==> src/common/rv_macros.svh <==
/*
 * Width macros shared by the execute unit
 * data path width and register address width
 */
`ifndef RV_MACROS_SVH
`define RV_MACROS_SVH

// data path width
`define XLEN 32

// register index width, 32 architectural registers
`define REG_AW 5

`endif
==> src/common/rv_core_pkg.sv <==
/*
 * Micro-architecture types for the execute unit
 * ALU operations, decoded op, commit record, controller states
 */
`include "rv_macros.svh"

package rv_core_pkg;

  typedef enum logic [3:0] {
    ADD    = 4'd0,
    SUB    = 4'd1,
    AND    = 4'd2,
    OR     = 4'd3,
    XOR    = 4'd4,
    SLT    = 4'd5,
    SLTU   = 4'd6,
    SLL    = 4'd7,
    SRL    = 4'd8,
    SRA    = 4'd9,
    PASS_B = 4'd10
  } alu_op_e;

  // decoder output, consumed by controller, register file and ALU
  typedef struct packed {
    alu_op_e            alu_op;
    logic [`REG_AW-1:0] rs1;
    logic [`REG_AW-1:0] rs2;
    logic [`REG_AW-1:0] rd;
    logic               use_imm;
    logic [`XLEN-1:0]   imm;
    logic               we;
    logic               illegal;
  } dec_op_t;

  // what the host sees while ack is high
  typedef struct packed {
    logic [`REG_AW-1:0] rd;
    logic [`XLEN-1:0]   wdata;
    logic               we;
    logic               illegal;
  } commit_t;

  typedef enum logic [1:0] {
    IDLE    = 2'd0,
    EXEC    = 2'd1,
    HOLD    = 2'd2,
    RELEASE = 2'd3
  } ctrl_state_e;

endpackage

==> src/common/rv_isa_pkg.sv <==
/*
 * Instruction set types for the execute unit
 * major opcodes, ALU funct3 codes and the raw instruction fields
 */
`include "rv_macros.svh"

package rv_isa_pkg;

  // major opcodes handled by the unit
  typedef enum logic [6:0] {
    OP     = 7'b0110011,
    OP_IMM = 7'b0010011,
    LUI    = 7'b0110111
  } opcode_e;

  // funct3 codes of the integer ALU group
  typedef enum logic [2:0] {
    F3_ADD_SUB = 3'b000,
    F3_SLL     = 3'b001,
    F3_SLT     = 3'b010,
    F3_SLTU    = 3'b011,
    F3_XOR     = 3'b100,
    F3_SRL_SRA = 3'b101,
    F3_OR      = 3'b110,
    F3_AND     = 3'b111
  } funct3_e;

  // R-type field layout, msb first
  // kept as raw bits since the host may send any pattern
  typedef struct packed {
    logic [6:0]         funct7;
    logic [`REG_AW-1:0] rs2;
    logic [`REG_AW-1:0] rs1;
    logic [2:0]         funct3;
    logic [`REG_AW-1:0] rd;
    logic [6:0]         opcode;
  } instr_t;

endpackage

==> src/hw/rv_exec_top.sv <==
/*
 * Execute unit top level
 * issue controller, decoder, register file and ALU
 */
`timescale 1ns/1ns
`include "rv_macros.svh"

module rv_exec_top (
  input  logic                 clk,
  input  logic                 rst,
  input  logic                 req,
  input  rv_isa_pkg::instr_t   instr,
  output logic                 ack,
  output rv_core_pkg::commit_t commit
);

  rv_isa_pkg::instr_t   instr_q;
  rv_core_pkg::dec_op_t dec;
  logic [`XLEN-1:0]     rs1_data;
  logic [`XLEN-1:0]     rs2_data;
  logic [`XLEN-1:0]     result;
  logic                 wen;
  logic [`REG_AW-1:0]   waddr;
  logic [`XLEN-1:0]     wdata;

  rv_issue_ctrl u_ctrl (
    .clk     (clk),
    .rst     (rst),
    .req     (req),
    .ack     (ack),
    .instr   (instr),
    .instr_q (instr_q),
    .dec     (dec),
    .result  (result),
    .wen     (wen),
    .waddr   (waddr),
    .wdata   (wdata),
    .commit  (commit)
  );

  rv_decoder u_dec (
    .instr (instr_q),
    .dec   (dec)
  );

  rv_regfile u_rf (
    .clk     (clk),
    .raddr_a (dec.rs1),
    .raddr_b (dec.rs2),
    .rdata_a (rs1_data),
    .rdata_b (rs2_data),
    .wen     (wen),
    .waddr   (waddr),
    .wdata   (wdata)
  );

  rv_alu u_alu (
    .op      (dec.alu_op),
    .use_imm (dec.use_imm),
    .a       (rs1_data),
    .b       (rs2_data),
    .imm     (dec.imm),
    .result  (result)
  );

endmodule

==> src/hw/rv_issue_ctrl.sv <==
/*
 * Issue controller
 * four-phase req/ack FSM, instruction latch, write-back and commit record
 */
`timescale 1ns/1ns
`include "rv_macros.svh"

module rv_issue_ctrl (
  input  logic                 clk,
  input  logic                 rst,
  input  logic                 req,
  output logic                 ack,
  input  rv_isa_pkg::instr_t   instr,
  output rv_isa_pkg::instr_t   instr_q,
  input  rv_core_pkg::dec_op_t dec,
  input  logic [`XLEN-1:0]     result,
  output logic                 wen,
  output logic [`REG_AW-1:0]   waddr,
  output logic [`XLEN-1:0]     wdata,
  output rv_core_pkg::commit_t commit
);

  rv_core_pkg::ctrl_state_e state;
  rv_core_pkg::ctrl_state_e state_nxt;
  logic                     accept;

  // new instructions are only taken in IDLE
  assign accept = req && (state == rv_core_pkg::IDLE);

  always_comb begin
    state_nxt = state;
    case (state)
      rv_core_pkg::IDLE:    if (req) state_nxt = rv_core_pkg::EXEC;
      rv_core_pkg::EXEC:    state_nxt = rv_core_pkg::HOLD;
      // back-pressure, wait for the host to drop req
      rv_core_pkg::HOLD:    if (!req) state_nxt = rv_core_pkg::RELEASE;
      rv_core_pkg::RELEASE: state_nxt = rv_core_pkg::IDLE;
      default:              state_nxt = rv_core_pkg::IDLE;
    endcase
  end

  always_ff @(posedge clk) begin
    if (rst) begin
      state  <= rv_core_pkg::IDLE;
      commit <= '0;
    end else begin
      state <= state_nxt;
      if (state == rv_core_pkg::EXEC) begin
        commit.rd      <= dec.rd;
        commit.wdata   <= result;
        commit.we      <= dec.we;
        commit.illegal <= dec.illegal;
      end
    end
  end

  // payload only
  always_ff @(posedge clk) begin
    if (accept) begin
      instr_q <= instr;
    end
  end

  assign ack   = (state == rv_core_pkg::HOLD);
  assign wen   = (state == rv_core_pkg::EXEC) && dec.we;
  assign waddr = dec.rd;
  assign wdata = result;

  // single write-back pulse per transaction
  a_wen_exec: assert property (
    @(posedge clk) disable iff (rst)
    wen |-> (state == rv_core_pkg::EXEC) ##1 !wen
  ) else $error("[FAIL] wen outside EXEC at %0t", $time);

  a_ack_needs_req: assert property (
    @(posedge clk) disable iff (rst)
    $rose(ack) |-> $past(req)
  ) else $error("[FAIL] ack rose without req at %0t", $time);

  a_commit_stable: assert property (
    @(posedge clk) disable iff (rst)
    (ack && $past(ack)) |-> $stable(commit)
  ) else $error("[FAIL] commit changed under ack at %0t", $time);

endmodule

==> src/hw/rv_alu.sv <==
/*
 * Integer ALU
 * operand b select, add/sub, logic, signed and unsigned compare, shifts
 */
`timescale 1ns/1ns
`include "rv_macros.svh"

module rv_alu (
  input  rv_core_pkg::alu_op_e op,
  input  logic                 use_imm,
  input  logic [`XLEN-1:0]     a,
  input  logic [`XLEN-1:0]     b,
  input  logic [`XLEN-1:0]     imm,
  output logic [`XLEN-1:0]     result
);

  logic [`XLEN-1:0] op_b;
  logic [4:0]       shamt;

  // immediate forms replace rs2
  assign op_b  = use_imm ? imm : b;
  assign shamt = op_b[4:0];

  always_comb begin
    case (op)
      rv_core_pkg::ADD:    result = a + op_b;
      rv_core_pkg::SUB:    result = a - op_b;
      rv_core_pkg::AND:    result = a & op_b;
      rv_core_pkg::OR:     result = a | op_b;
      rv_core_pkg::XOR:    result = a ^ op_b;
      rv_core_pkg::SLT: begin
        result = {{(`XLEN-1){1'b0}}, ($signed(a) < $signed(op_b))};
      end
      rv_core_pkg::SLTU: begin
        result = {{(`XLEN-1){1'b0}}, (a < op_b)};
      end
      rv_core_pkg::SLL:    result = a << shamt;
      rv_core_pkg::SRL:    result = a >> shamt;
      // arithmetic shift keeps the sign bit
      rv_core_pkg::SRA:    result = $unsigned($signed(a) >>> shamt);
      rv_core_pkg::PASS_B: result = op_b;
      default:             result = '0;
    endcase
  end

endmodule

==> src/hw/rv_decoder.sv <==
/*
 * Instruction decoder
 * key-matched lookup of opcode, funct3 and funct7 into an ALU op,
 * immediate generation and illegal detection
 */
`timescale 1ns/1ns
`include "rv_macros.svh"

module rv_decoder (
  input  rv_isa_pkg::instr_t   instr,
  output rv_core_pkg::dec_op_t dec
);

  localparam int NR_KEY   = 16;
  localparam int KEY_LEN  = 17;
  localparam int DATA_LEN = 4;
  localparam int PAIR_LEN = KEY_LEN + DATA_LEN;

  localparam logic [6:0] F7_BASE = 7'b0000000;
  localparam logic [6:0] F7_ALT  = 7'b0100000;

  // each pair is {opcode, funct3, funct7, alu_op}
  localparam logic [NR_KEY*PAIR_LEN-1:0] LUT = {
    rv_isa_pkg::OP,     rv_isa_pkg::F3_ADD_SUB, F7_BASE, rv_core_pkg::ADD,
    rv_isa_pkg::OP,     rv_isa_pkg::F3_ADD_SUB, F7_ALT,  rv_core_pkg::SUB,
    rv_isa_pkg::OP,     rv_isa_pkg::F3_AND,     F7_BASE, rv_core_pkg::AND,
    rv_isa_pkg::OP,     rv_isa_pkg::F3_OR,      F7_BASE, rv_core_pkg::OR,
    rv_isa_pkg::OP,     rv_isa_pkg::F3_XOR,     F7_BASE, rv_core_pkg::XOR,
    rv_isa_pkg::OP,     rv_isa_pkg::F3_SLT,     F7_BASE, rv_core_pkg::SLT,
    rv_isa_pkg::OP,     rv_isa_pkg::F3_SLTU,    F7_BASE, rv_core_pkg::SLTU,
    rv_isa_pkg::OP,     rv_isa_pkg::F3_SLL,     F7_BASE, rv_core_pkg::SLL,
    rv_isa_pkg::OP,     rv_isa_pkg::F3_SRL_SRA, F7_BASE, rv_core_pkg::SRL,
    rv_isa_pkg::OP,     rv_isa_pkg::F3_SRL_SRA, F7_ALT,  rv_core_pkg::SRA,
    rv_isa_pkg::OP_IMM, rv_isa_pkg::F3_ADD_SUB, F7_BASE, rv_core_pkg::ADD,
    rv_isa_pkg::OP_IMM, rv_isa_pkg::F3_AND,     F7_BASE, rv_core_pkg::AND,
    rv_isa_pkg::OP_IMM, rv_isa_pkg::F3_OR,      F7_BASE, rv_core_pkg::OR,
    rv_isa_pkg::OP_IMM, rv_isa_pkg::F3_XOR,     F7_BASE, rv_core_pkg::XOR,
    rv_isa_pkg::OP_IMM, rv_isa_pkg::F3_SLT,     F7_BASE, rv_core_pkg::SLT,
    rv_isa_pkg::LUI,    3'b000,                 F7_BASE, rv_core_pkg::PASS_B
  };

  logic                is_op;
  logic                is_lui;
  logic [KEY_LEN-1:0]  key;
  logic [DATA_LEN-1:0] sel;
  logic                hit;
  logic [`XLEN-1:0]    imm_i;
  logic [`XLEN-1:0]    imm_u;

  assign is_op  = (instr.opcode == rv_isa_pkg::OP);
  assign is_lui = (instr.opcode == rv_isa_pkg::LUI);

  // funct7 is immediate bits outside OP, funct3 too for LUI
  assign key = {instr.opcode,
                is_lui ? 3'b000 : instr.funct3,
                is_op ? instr.funct7 : 7'b0000000};

  // OR of all matching entries, at most one can hit
  always_comb begin
    sel = '0;
    hit = 1'b0;
    for (int i = 0; i < NR_KEY; i++) begin
      if (key == LUT[i*PAIR_LEN+DATA_LEN +: KEY_LEN]) begin
        sel = sel | LUT[i*PAIR_LEN +: DATA_LEN];
        hit = 1'b1;
      end
    end
  end

  // sign-extended bits 31:20
  assign imm_i = {{(`XLEN-12){instr.funct7[6]}}, instr.funct7, instr.rs2};
  // bits 31:12 with low 12 cleared
  assign imm_u = {instr.funct7, instr.rs2, instr.rs1, instr.funct3, 12'b0};

  always_comb begin
    dec.alu_op  = rv_core_pkg::alu_op_e'(sel);
    dec.rs1     = instr.rs1;
    dec.rs2     = instr.rs2;
    dec.rd      = instr.rd;
    dec.use_imm = !is_op;
    dec.imm     = is_lui ? imm_u : imm_i;
    dec.we      = hit && (instr.rd != '0);
    dec.illegal = !hit;
  end

endmodule

==> src/hw/rv_regfile.sv <==
/*
 * Integer register file
 * two combinational read ports, one synchronous write port, x0 reads zero
 */
`timescale 1ns/1ns
`include "rv_macros.svh"

module rv_regfile (
  input  logic               clk,
  input  logic [`REG_AW-1:0] raddr_a,
  input  logic [`REG_AW-1:0] raddr_b,
  output logic [`XLEN-1:0]   rdata_a,
  output logic [`XLEN-1:0]   rdata_b,
  input  logic               wen,
  input  logic [`REG_AW-1:0] waddr,
  input  logic [`XLEN-1:0]   wdata
);

  localparam int DEPTH = 1 << `REG_AW;

  logic [`XLEN-1:0] regs [0:DEPTH-1];

  // x0 slot may hold junk, masked on read
  always_ff @(posedge clk) begin
    if (wen) begin
      regs[waddr] <= wdata;
    end
  end

  assign rdata_a = (raddr_a == '0) ? '0 : regs[raddr_a];
  assign rdata_b = (raddr_b == '0) ? '0 : regs[raddr_b];

  // a write aimed at x0 must never show up on either port afterwards
  a_x0_zero: assert property (
    @(posedge clk)
    ((raddr_a != '0) || (rdata_a == '0)) && ((raddr_b != '0) || (rdata_b == '0))
  ) else $error("[FAIL] x0 read nonzero at %0t", $time);

endmodule

==> config.mk <==
export PLATFORM = sky130hd
export DESIGN_NAME = rv_exec_top
export DESIGN_NICKNAME = d
export VERILOG_FILES = /design/src/common/rv_core_pkg.sv /design/src/common/rv_isa_pkg.sv /design/src/hw/rv_exec_top.sv /design/src/hw/rv_issue_ctrl.sv /design/src/hw/rv_alu.sv /design/src/hw/rv_decoder.sv /design/src/hw/rv_regfile.sv
export VERILOG_INCLUDE_DIRS = /design/src /design/src/common
export SDC_FILE = /design/constraint.sdc
export NUM_CORES = 2
export LEC_CHECK = 0
export CORE_MARGIN = 2
export CORE_UTILIZATION = 39
export CTS_CLUSTER_SIZE = 16
export DETAILED_ROUTE_END_ITERATION = 16
export DONT_BUFFER_PORTS = 1
export GPL_ROUTABILITY_DRIVEN = 1
export PLACE_DENSITY = 0.63
export SETUP_SLACK_MARGIN = 0.15
export SYNTH_ARGS = -nofsm -noshare
export SYNTH_HDL_FRONTEND = slang
export SYNTH_SLANG_ARGS = --single-unit
==> constraint.sdc <==
create_clock -name clk -period 7.6 [get_ports clk]
set_input_delay 1.9 -clock clk [delete_from_list [all_inputs] [get_ports clk]]
set_output_delay 1.9 -clock clk [all_outputs]
set_load 0.05 [all_outputs]
Word-level counts from Yosys, hierarchy flattened. Memories as Yosys holds them, arrays and structs flattened. A register that Yosys moved wholly into a read port is not among the register bits. Index checks and enable logic that the tools add are counted.

Output and inout port bits: 40. Memories: 1. Memory bits (read-only): 0. Logic and storage cells: 109. Memory bits (writable): 1024. Bits in registers: 73. Bits in latches: 0.

Add/subtract/negate cells: 2. Reductions and logical operators: 10. Shift-type cells: 3. Divide/modulo/power cells: 0. Magnitude comparators: 2. Equality and inequality tests: 33. $mul: 0. Bitwise gates (word level): 3. Multiplexer cells: 44.

Memory list: u_rf.regs (depth 32, bits a word 32, read ports 2, clocked after memory_dff 2, wr ports 1, RTL line rv_regfile.sv:21) `` logic [`XLEN-1:0] regs [0:DEPTH-1]; ``.

Operators with widths (count): $pmux 32 s11 (1); $eq 17x16->1 const B (11); $mux 32 (3); $eq 17x15->1 const B (5); $lt 32x32->1 (2); $add 32x32->32 (1); $and 32x32->32 (1); $or 32x32->32 (1); $shl 32x5->32 (1); $shr 32x5->32 (1); $sshr 32x5->32 (1); $sub 32x32->32 (1); $xor 32x32->32 (1); $mux 31 (1); $mux 3 (7); $mux 1 (19); $eq 4x3->1 const B (4); $eq 7x6->1 const B (2); $eq 4x4->1 const B (3); $mux 2 (6); $mux 4 (3); $logic_not 5->1 (2); $mux 5 (2); $eq 4x2->1 const B (2); 12 further kinds (16).

Longest topological paths before layout.
Depth after elaboration: 23. Depth in mapped cells: 26. Mapped depth without buffers: 19.

By module. A second synthesis with hierarchy kept.

Cells, all modules: 4183. Area, all modules: 60182.7 µm².

By module, submodules not included: rv_regfile (instances 1, cells each 2400, area an instance 46960.0 µm²); rv_alu (instances 1, cells each 1475, area an instance 9653.0 µm²); rv_issue_ctrl (instances 1, cells each 214, area an instance 2872.8 µm²); rv_decoder (instances 1, cells each 94, area an instance 696.9 µm²).

Least setup slack after synthesis. OpenSTA, ideal clock, no wires.

Path kind: register to register. Start point: register (tool-made name). End point: memory u_rf.regs[0][16] (netlist name) (data pin). Stages on the path, launching flop included: 25. Slack: 481 ps. Required time: 7216 ps. Setup time: 384 ps. Path buffers: 9. Arrival: 6735 ps. Cell sequence: dfxtp_1 -> buf_6 -> buf_12 -> buf_12 -> buf_6 -> buf_4 -> buf_2 -> clkbuf_1 -> buf_1 -> mux4_2 -> mux4_2 -> mux2i_1 -> o21ai_0 -> ha_1 -> clkbuf_1 -> nor2b_1 -> a221oi_1 -> a21oi_1 -> or3_1 -> a311o_1 -> a21o_1 -> a21oi_1 -> a21oi_1 -> and3_1 -> o211ai_1.

RTL lines (RTL line): end, declared (rv_regfile.sv:21).

==> run metrics <==
first-pass GRT wire length=roughly 330,000 microns; layout cells sized above 1=0.2569; CTS Buf Count=between 100 and 150; Die Ht=397.5 microns; drt total wl=239,100 microns; pre-CTS WS=569.1 ps; yosys warns=0; gate count after technology mapping=4,075; Layout Nets=4,289; Worst Path Required=slightly above 8000 ps; slowest CP cell=dfxtp_4; Root Driver=clkbuf_16; cell taking the most area after synthesis=edfxtp_1; Hold Crit Class=reg -> reg; vias in the first global route=40,950; Fmax achieved=138.6 MHz; Max-slew headroom=0.2096; Die Wd=just under 400 microns; worst-path maximum fanout=48; Synth cell types=99; All-Layer GR Usage=0.2980; clock buffer depth=3; final period utilization=0.9493; synthesized cell area=60,390 sq um; gpl congestion=1.070; core area=153,900 sq um; LEAKAGE=between 0.02 and 0.025 uW; drt wl/cell=37.99 microns; CP cell instances=buf_12, nand3b_1, a2111oi_0, or4_1, a2111oi_2, ha_1, nor4_1, nand2_1, a21oi_1, nor2_1, or4_1, a31oi_1, a311oi_1, xnor2_1, nand2_1, nand3_1, buf_4; Power Total=30,530 uW; grt total ovfl=0; Pins Over Slew Limit=0; main flop type after synthesis=edfxtp_1; CP Class=reg -> reg; initial antenna violation count=15; Critical Path AT=7680 ps; design area=just under 70,000 sq um; clock-pin slew on the worst setup and hold paths=60 ps; number of setup buffers added after CTS=0; hold depth=2; max_cap viols=0; # DRC=0; die area=158,000 sq um; I/O Pins=75; largest net degree at the start of global routing=77; Routed Antenna Nets=0; Final min period=7215 ps; Starting Density=0.3925; Seq cells post-synth=1,107; clk_lat worst skew=between 700 and 800 ps; Reg area=between 30,000 and 40,000 sq um; via/cell ratio=between 6 and 7; Critical Path End Type=flop; hpwl dp=156,100 microns; Register-to-Register Path Depth=17; Core Rows=144; cts-stage hold buffer count=0; Synth area leaders=edfxtp_1, mux4_2, mux2i_1; Yosys top cell area share=0.5251; Worst IR Drop VDD=between 200 and 300 uV; Final setup viols=0; I/O Buffers=0; placed cell area=around 64,000 sq um; post-route setup slack=385.3 ps; area of the multi-input gates=26,120 sq um; RSZ-0062 raised after global routing=no; Clock Sinks=1,107; Setup TNS=0 ps; status=finished clean; vias=43,080; sequential share of the synthesized area=0.5420; crit-path max cell delay=910 ps; filler cell count=13,600; clk_skew=53.48 ps; post-CTS sizing=0; first-iteration detailed-routing DRC count=around 6,900; CTS tree=built; Post-Syn Area per Cell=roughly 15 sq um; Area Overhead vs Synth=12.36%; async set or reset register ratio after synthesis=0; PD cells=roughly 450 nW/um^2; Worst Setup Start Kind=flop; worst-margin pin slew=1183 ps; H-tree Lvls=3; first-pass detailed-route iteration total=5; dpl cells=6,081; EDFF count, synth=about 1,100; final hold vios=0; non-filler cells, final=6,293
flip-flops by register name, summed over array words and instances (netlist names), named ones only:
signal	cells
u_rf.regs	1024
u_ctrl.commit	39
u_ctrl.instr_q	32
u_ctrl.state	2
power breakdown:
group / switching (uW) / internal, uW / leakage (uW) / total [uW]
logic: 9610 / 4640 / 0.0107 / 14300
registers: 765 / 9700 / 0.00992 / 10500
clock network: 2490 / 3320 / 0.00186 / 5820
total: 12900 / 17700 / 0.0225 / 30500
critical path, delay by kind of cell (launching register included):
kind,cells,cell delay (ps)
xor+xnor,1,170
fa+ha+maj,1,510
buf+inv,2,770
flops,1,910
compound gates,5,1660
simple gates,8,2730
worst paths after layout:
| check | startpoint | end | slack [ps] |
|---|---|---|---|
| setup / recovery | flop | u_rf.regs[10][31] | 390 |
| hold / removal | u_ctrl.state[0] | u_ctrl.state[0] | 530 |
| setup reg to reg | flop | u_rf.regs[10][31] | 390 |
| hold reg to reg | u_ctrl.state[0] | u_ctrl.state[0] | 530 |
cell usage in the layout (no fill, tap or decap), types with 23 or more instances in the layout:
cell	instances
a211oi_1	45
a21o_1	27
a21oi_1	152
a22o_1	24
a22oi_1	52
a31oi_1	24
and3_1	23
buf_12	36
buf_4	192
clkbuf_16	115
clkinv_1	25
conb_1	32
dfxtp_1	42
edfxtp_1	1056
ha_1	100
inv_1	88
mux2_2	44
mux2i_1	225
mux4_2	527
nand2_1	221
nand3_1	64
nor2_1	246
nor2_4	27
nor2b_1	30
nor3_1	50
o211ai_1	41
o21a_1	25
o21ai_0	130
o22ai_1	75
cells by family (layout without fill, tap and decap cells):
| family | count (synthesis) | count (layout) | synth area share |
|---|---|---|---|
| flops | 1107 | 1107 | 0.5420 |
| compound gates | 831 | 831 | 0.09572 |
| simple gates | 815 | 815 | 0.06330 |
| mux | 801 | 801 | 0.2435 |
| fa+ha+maj | 103 | 103 | 0.02159 |
| buf+inv | 405 | 542 | 0.03205 |
| xor+xnor | 12 | 12 | 0.001740 |
| other cells | 1 | 38 | 0.00006210 |
through the flow:
| step | hold WS [ps] | util |
|---|---|---|
| 2_1_floorplan | 487.1 | - |
| 3_3_place_gp | 507.7 | 0.4160 |
| 3_5_place_dp | 518.9 | 0.4160 |
| 4_1_cts | 528.8 | 0.4409 |
| 5_1_grt | 567.8 | 0.4410 |
| 6_report | 532.3 | 0.4410 |
area by class of cell:
cell class / count / share of cell area
sequential: 1107 / 0.4828
antenna: 6 / 0.0002213
timing repair buffer: 228 / 0.03186
inverter: 108 / 0.005974
clock inverter: 77 / 0.01335
clock buffer: 129 / 0.04318
multi-input combinational: 2594 / 0.3849
tap: 2044 / 0.03769
synth_stat cells, drive strengths merged, types with 16 or more instances:
master,count
a211oi,45
a21o,27
a21oi,152
a221oi,22
a22o,24
a22oi,52
a311oi,18
a31oi,26
and2,21
and3,24
buf,156
clkbuf,141
dfxtp,51
edfxtp,1056
ha,101
inv,105
mux2,45
mux2i,227
mux4,529
nand2,221
nand2b,22
nand3,65
nand4,16
nor2,275
nor2b,31
nor3,55
o211ai,43
o21a,25
o21ai,142
o221ai,18
o22ai,75
o31ai,23
metal layers:
metal,wire length (microns),share of wire,track usage
met5,81,0.00034,0
met4,15540,0.065,0.1623
met3,27840,0.12,0.06827
met2,106900,0.45,0.4527
met1,88760,0.37,0.3970
Note: power is estimated with default switching activity, not from simulation.
